<file path="config.mk">
export PLATFORM = sky130hd
export DESIGN_NAME = palu_multiplier
export DESIGN_NICKNAME = d
export VERILOG_FILES = /design/src/palu_pkg.sv /design/src/palu_multiplier.sv
export VERILOG_INCLUDE_DIRS = /design/src
export SDC_FILE = /design/constraint.sdc
export NUM_CORES = 1
export LEC_CHECK = 0
export BUFFER_PORTS_ARGS = -buffer_cell sky130_fd_sc_hd__clkbuf_2
export CORE_UTILIZATION = 45
export CTS_CLUSTER_DIAMETER = 200
export CTS_CLUSTER_SIZE = 12
export DETAILED_ROUTE_END_ITERATION = 10
export GPL_ROUTABILITY_DRIVEN = 0
export PLACE_DENSITY_LB_ADDON = 0.08
export SLEW_MARGIN = 20
export SYNTH_ARGS = -nofsm -noshare
export SYNTH_HDL_FRONTEND = slang
export SYNTH_SLANG_ARGS = --single-unit
</file>
<file path="constraint.sdc">
create_clock -name g_clk -period 3.8 [get_ports g_clk]
set_input_delay 0.57 -clock g_clk [delete_from_list [all_inputs] [get_ports g_clk]]
set_output_delay 0.57 -clock g_clk [all_outputs]
set_load 0.01 [all_outputs]
</file>
<file path="src/palu_settings.svh">
// Packed ALU settings
// Data width, pack-width and subclass codes, multiply cycle limit
`ifndef PALU_SETTINGS_SVH
`define PALU_SETTINGS_SVH

`define PALU_XLEN         32              // Datapath width

// Pack width codes, lane size in bits
`define PALU_PW_32        3'b000
`define PALU_PW_16        3'b001
`define PALU_PW_8         3'b010
`define PALU_PW_4         3'b011
`define PALU_PW_2         3'b100

// Subclass codes, unique only within their class
`define PALU_SC_CMOV      4'h0            // Move class
`define PALU_SC_CMOVN     4'h1
`define PALU_SC_GPR2XCR   4'h2
`define PALU_SC_BOP       4'h2            // Bitwise class, 0 and 1 were mix
`define PALU_SC_EXT       4'h3
`define PALU_SC_INS       4'h4
`define PALU_SC_LD_LI     4'h5
`define PALU_SC_LD_HI     4'h6
`define PALU_SC_TWID_B    4'h0            // Twiddle class
`define PALU_SC_PADD      4'h0            // Packed arithmetic class
`define PALU_SC_PSUB      4'h1
`define PALU_SC_PMUL_L    4'h2
`define PALU_SC_PSLL      4'h4
`define PALU_SC_PSRL      4'h5
`define PALU_SC_PROT      4'h6
`define PALU_SC_PSLL_I    4'h7
`define PALU_SC_PSRL_I    4'h8
`define PALU_SC_PROT_I    4'h9

`define PALU_MUL_TIMEOUT  40              // Max cycles from start to done

`endif

</file>
<file path="src/palu_pkg.sv">
// Packed ALU types
// Data vectors, decode enums, shared-unit request and response
`default_nettype none
`include "palu_settings.svh"

package palu_pkg;

    typedef logic [`PALU_XLEN-1:0] word_t;     // Data word
    typedef logic [3:0]            ben_t;      // Writeback byte enable
    typedef logic [2:0]            pw_t;       // Pack width code
    typedef logic [3:0]            subclass_t; // Subclass within a class

    // Instruction class
    typedef enum logic [2:0] {
        MOVE    = 3'b001,
        BITWISE = 3'b010,
        PARITH  = 3'b011,
        TWIDDLE = 3'b100
    } iclass_e;

    // Multiplier FSM
    typedef enum logic [1:0] {
        IDLE = 2'b00,
        STEP = 2'b01,
        DONE = 2'b10
    } mul_state_e;

    // Decoded operation, 42 bits
    typedef struct packed {
        iclass_e   iclass;
        subclass_t subclass;
        pw_t       pw;
        word_t     imm;
    } palu_op_t;

    // Request to the shared adder and shifter, 104 bits
    typedef struct packed {
        word_t      add_a;
        word_t      add_b;
        logic       add_sub;   // Subtract instead of add
        word_t      shf_a;
        logic [4:0] shf_shamt;
        logic       shf_left;  // Left, else right
        logic       shf_rot;   // Rotate, else shift
    } shr_req_t;

    // Shared unit results, 64 bits
    typedef struct packed {
        word_t add_c;
        word_t shf_c;
    } shr_rsp_t;

    // Lane width in bits for a pack width code
    function automatic logic [5:0] lane_width(pw_t pw);
        case (pw)
            `PALU_PW_16: return 6'd16;
            `PALU_PW_8:  return 6'd8;
            `PALU_PW_4:  return 6'd4;
            `PALU_PW_2:  return 6'd2;
            default:     return 6'd32;
        endcase
    endfunction

endpackage

`default_nettype wire

</file>
<file path="src/palu_multiplier.sv">
// Packed multiplier, low half only
// Shift-and-add, one step per lane bit, using the shared adder and shifter
`timescale 1ns/1ps
`default_nettype none

module palu_multiplier (
    input  wire                     g_clk,
    input  wire                     rst_i,
    input  wire                     start_i,   // One-cycle start pulse
    input  wire palu_pkg::pw_t      pw_i,      // Pack width, held
    input  wire palu_pkg::word_t    a_i,       // Multiplicand
    input  wire palu_pkg::word_t    b_i,       // Multiplier
    input  wire palu_pkg::shr_rsp_t rsp_i,     // Shared unit results
    output palu_pkg::shr_req_t      req_o,     // Shared unit request
    output logic                    busy_o,
    output logic                    done_o,    // One-cycle pulse
    output palu_pkg::word_t         result_o   // Valid with done_o
);

    palu_pkg::mul_state_e state_q;
    logic [4:0]           cnt_q;     // Step counter
    logic [5:0]           lw;        // Lane width
    logic                 last_step;
    palu_pkg::word_t      acc_q;     // Partial products
    palu_pkg::word_t      mcand_q;   // Multiplicand, shifted left per step
    palu_pkg::word_t      b_q;       // Multiplier, shifted right per step
    palu_pkg::word_t      bit_mask;  // Lane-wide copy of current b bit

    assign lw        = palu_pkg::lane_width(pw_i);
    assign last_step = cnt_q == 5'(lw - 6'd1);

    // After i steps the lane bottom of b_q holds original bit i of that lane
    always_comb begin
        for (int j = 0; j < $bits(palu_pkg::word_t); j++) begin
            bit_mask[j] = b_q[j & ~(int'(lw) - 1)];
        end
    end

    // acc + (mcand & mask), mcand << 1 per lane
    always_comb begin
        req_o.add_a     = acc_q;
        req_o.add_b     = mcand_q & bit_mask;
        req_o.add_sub   = 1'b0;
        req_o.shf_a     = mcand_q;
        req_o.shf_shamt = 5'd1;
        req_o.shf_left  = 1'b1;
        req_o.shf_rot   = 1'b0;
    end

    // ------------------------------------------------------------------------
    // Control FSM
    // ------------------------------------------------------------------------
    always_ff @(posedge g_clk) begin
        if (rst_i) begin
            state_q <= palu_pkg::IDLE;
            cnt_q   <= '0;
        end else begin
            case (state_q)
                palu_pkg::IDLE: if (start_i) begin
                    state_q <= palu_pkg::STEP;
                    cnt_q   <= '0;
                end
                palu_pkg::STEP: begin
                    cnt_q <= cnt_q + 5'd1;
                    if (last_step) state_q <= palu_pkg::DONE;
                end
                default: state_q <= palu_pkg::IDLE;  // DONE lasts one cycle
            endcase
        end
    end

    // Datapath registers
    always_ff @(posedge g_clk) begin
        if (state_q == palu_pkg::IDLE && start_i) begin
            acc_q   <= '0;
            mcand_q <= a_i;
            b_q     <= b_i;
        end else if (state_q == palu_pkg::STEP) begin
            acc_q   <= rsp_i.add_c;
            mcand_q <= rsp_i.shf_c;
            b_q     <= b_q >> 1;  // Cross-lane bits never reach a lane bottom
        end
    end

    assign busy_o   = state_q != palu_pkg::IDLE;
    assign done_o   = state_q == palu_pkg::DONE;
    assign result_o = acc_q;

endmodule

`default_nettype wire

</file>
==> results by group <==
Worst setup path
  • Cell mode on critical path: clkbuf_2
  • CP Max Fanout: 13
  • Worst path cell trace: clkbuf_2 -> o21ai_4 -> o21ai_0 -> nor2b_1 -> nor3_1 -> and2_1 -> clkbuf_2
  • CP peak stage delay: ~0.41 ns
  • Setup crit start kind: primary input
  • Critical Path Sink Type: output pin
  • CP max-delay cell: nor3_1
  • Crit Path Category: primary input to output pin
  • CP required: 3.23 ns
  • CP arrival: 2.20 ns

Timing
  • Slew @ Worst Pin: 0.989 ns
  • Setup violators final: 0
  • Post-route minimum period: about 2.8 ns
  • Skew final: roughly 0.0068 ns
  • RSZ-0062 raised after global routing: no
  • Final Hold Viols: 0
  • Sum Neg Setup Slack: 0 ns
  • Slew HR: 0.332
  • Tcrit/Tclk final: 0.728
  • Slew Limit Fails: 0
  • Achievable clock frequency: 362 MHz
  • Hold WS: 0.444 ns

GRT
  • Vias in the first global route: 4082
  • Total GRT Usage: 0.212
  • First-pass GRT wire length: 19200 um
  • Initial antenna violation count: 0
  • GRT Residual Overflow: 0
  • Largest net degree at the start of global routing: 97

Cells and area
  • Share of post-route cells with drive strength above 1: 0.366
  • Antenna fix cells: 0
  • Post-route insts no fill: 956
  • Final std cell area, no fill: 0.00653 mm^2
  • Synthesis-to-finish area growth: 27.4%
  • Finished Core Util: 0.595
  • Fillers: slightly above 1000
  • Final Net Count: 946

Floorplanning
  • # rows: 38
  • Core Region: 0.0110 mm^2
  • Initial core utilization: 0.467
  • Die Area: 0.0118 mm^2
  • Total I/O pin count: 272
  • Die width: 109 um
  • Vert. Die Dim: 109 um

Synthesis
  • Yosys warnings: 0
  • Post-synth top cells: nand2_1, edfxtp_1, buf_4, a21oi_1, dfxtp_1
  • Gate Count Post-Synth: 599
  • Yosys top cell by area: edfxtp_1
  • Cells taking the most area after synthesis: edfxtp_1, nand2_1, dfxtp_1, buf_4, a21oi_1
  • Synth unique cells: between 40 and 50
  • Synth Cell Area: ~0.0051 mm^2
  • Syn Area/Cell: 8.56 um^2
  • Async S/R FF share, synth: 0
  • Most frequent cell after synthesis: nand2_1
  • Synth top area share: 0.375
  • Yosys reg bits: between 100 and 150
  • Post-synth EDFFs: between 60 and 70
  • Post-synthesis sequential area ratio: 0.527
  • Main synth FF type: edfxtp_1

CTS
  • CTS buffer count: 9
  • TritonCTS clock tree: done
  • Worst-Skew Late Latency: about 0.34 ns
  • CTS root buffer: clkbuf_16
  • Clock slew at reported path FFs: 0.07 ns
  • H-tree levels: 3
  • CTS max path bufs: 2
  • Post-CTS Resized: 0
  • Clock sink count: 103
  • Post-CTS Hold Buffers: 0
  • Post-CTS setup buffer count: 0

Pwr
  • Pleak: ~3.3 nW
  • Worst VDD drop: 286 uV
  • Power per standard cell area: 482 mW/mm^2

Job
  • Max-cap viol count: 0

Placed design
  • Hpwl dp: 9340 um
  • Port bufs: between 200 and 300
  • Post-DP Area: 0.00624 mm^2
  • Cells after DPL: 940

Route
  • Routed len/inst: 13.4 um
  • Total number of vias: 4583
  • DR iter-0 viols: 266
  • Antenna viol nets, final: 0
  • Drt via density: around 4.8
  • Post-route DRC: 0
  • First drt pass iteration count: 4
  • Drt total wl: between 10000 and 15000 um

Run status
  • Outcome: finished, final reports clean

Hold path
  • Hold Path Class: primary input to flop
[final timing paths]
kind	slack, ns	cells after the start	endpoint	startpoint
setup / recovery	1.03	7	req_o[53]	pw_i[1]
hold / removal	0.44	3	result_o[24]$_SDFFE_PP0P_	rsp_i[56]
setup reg to reg	1.58	5	mcand_q[30]$_DFFE_PP_	state_q[1]$_SDFFE_PP0P_
hold reg to reg	0.47	2	result_o[24]$_SDFFE_PP0P_	result_o[24]$_SDFFE_PP0P_
[area by class of cell]
type | instances | area, um^2 | share of cell area
Sequential cell | 103 | 2700 | 0.414
Multi-Input combinational cell | 422 | 1980 | 0.304
Timing Repair Buffer | 268 | 1350 | 0.207
Clock buffer | 12 | 268 | 0.0410
Tap cell | 140 | 175 | 0.0268
Inverter | 7 | 26.3 | 0.00402
Clock inverter | 4 | 23.8 | 0.00364
[cells by family (layout without fill, tap and decap cells)]
family	count (synthesis)	after routing	synth area share
simple gates	335	335	0.278
xor+xnor	2	2	0.00342
other cells	2	8	0.00146
compound gates	70	70	0.0829
flops	103	103	0.527
fa+ha+maj	1	1	0.00244
buf+inv	80	291	0.0922
mux	6	6	0.0122
[per-layer routing]
| layer | up-vias | track usage | part of all wire |
|---|---|---|---|
| li1 | 2321 | - | - |
| met1 | 2083 | 0.272 | 0.43 |
| met2 | 169 | 0.357 | 0.49 |
| met3 | 10 | 0.0389 | 0.067 |
| met4 | 0 | 0.0782 | 0.011 |
| met5 | - | 0 | 0 |
[critical path, delay by kind of cell]
kind,cells,cell delay (ns)
buffers and inverters,2,0.38
AOI/OAI and AO/OA,2,0.44
and+or+nand+nor,3,0.81
[state kept, by name, indices dropped and copies added, names as in the netlist]
name,flops
b_q,32
cnt_q,5
mcand_q,32
result_o,32
state_q,2
[cell usage in the layout (no fill, tap or decap), drive strengths merged, types with 4 or more instances in the layout]
cell / instances
o22ai: 5
or3: 4
nand2: 261
inv: 10
clkbuf: 275
buf: 5
o21ai: 11
dfxtp: 39
edfxtp: 64
nor3: 4
a21oi: 40
nand2b: 6
mux2i: 4
conb: 8
nor2: 13
nor2b: 11
and2: 28
[report_power, final]
part / switching [mW] / total [mW] / internal (mW)
clock: 0.401 / 0.904 / 0.503
combinational: 0.449 / 0.755 / 0.306
sequential: 0.101 / 1.49 / 1.39
[per-stage QoR]
step                      worst slack (ns)  power, mW
final                                 1.03       3.15
after global routing                 0.957       3.31
after CTS                             1.03       3.18
after detailed placement              1.03       2.27
after global placement                1.07       2.26
after floorplan                       1.25       1.98
(Power assumes the default switching activity.)
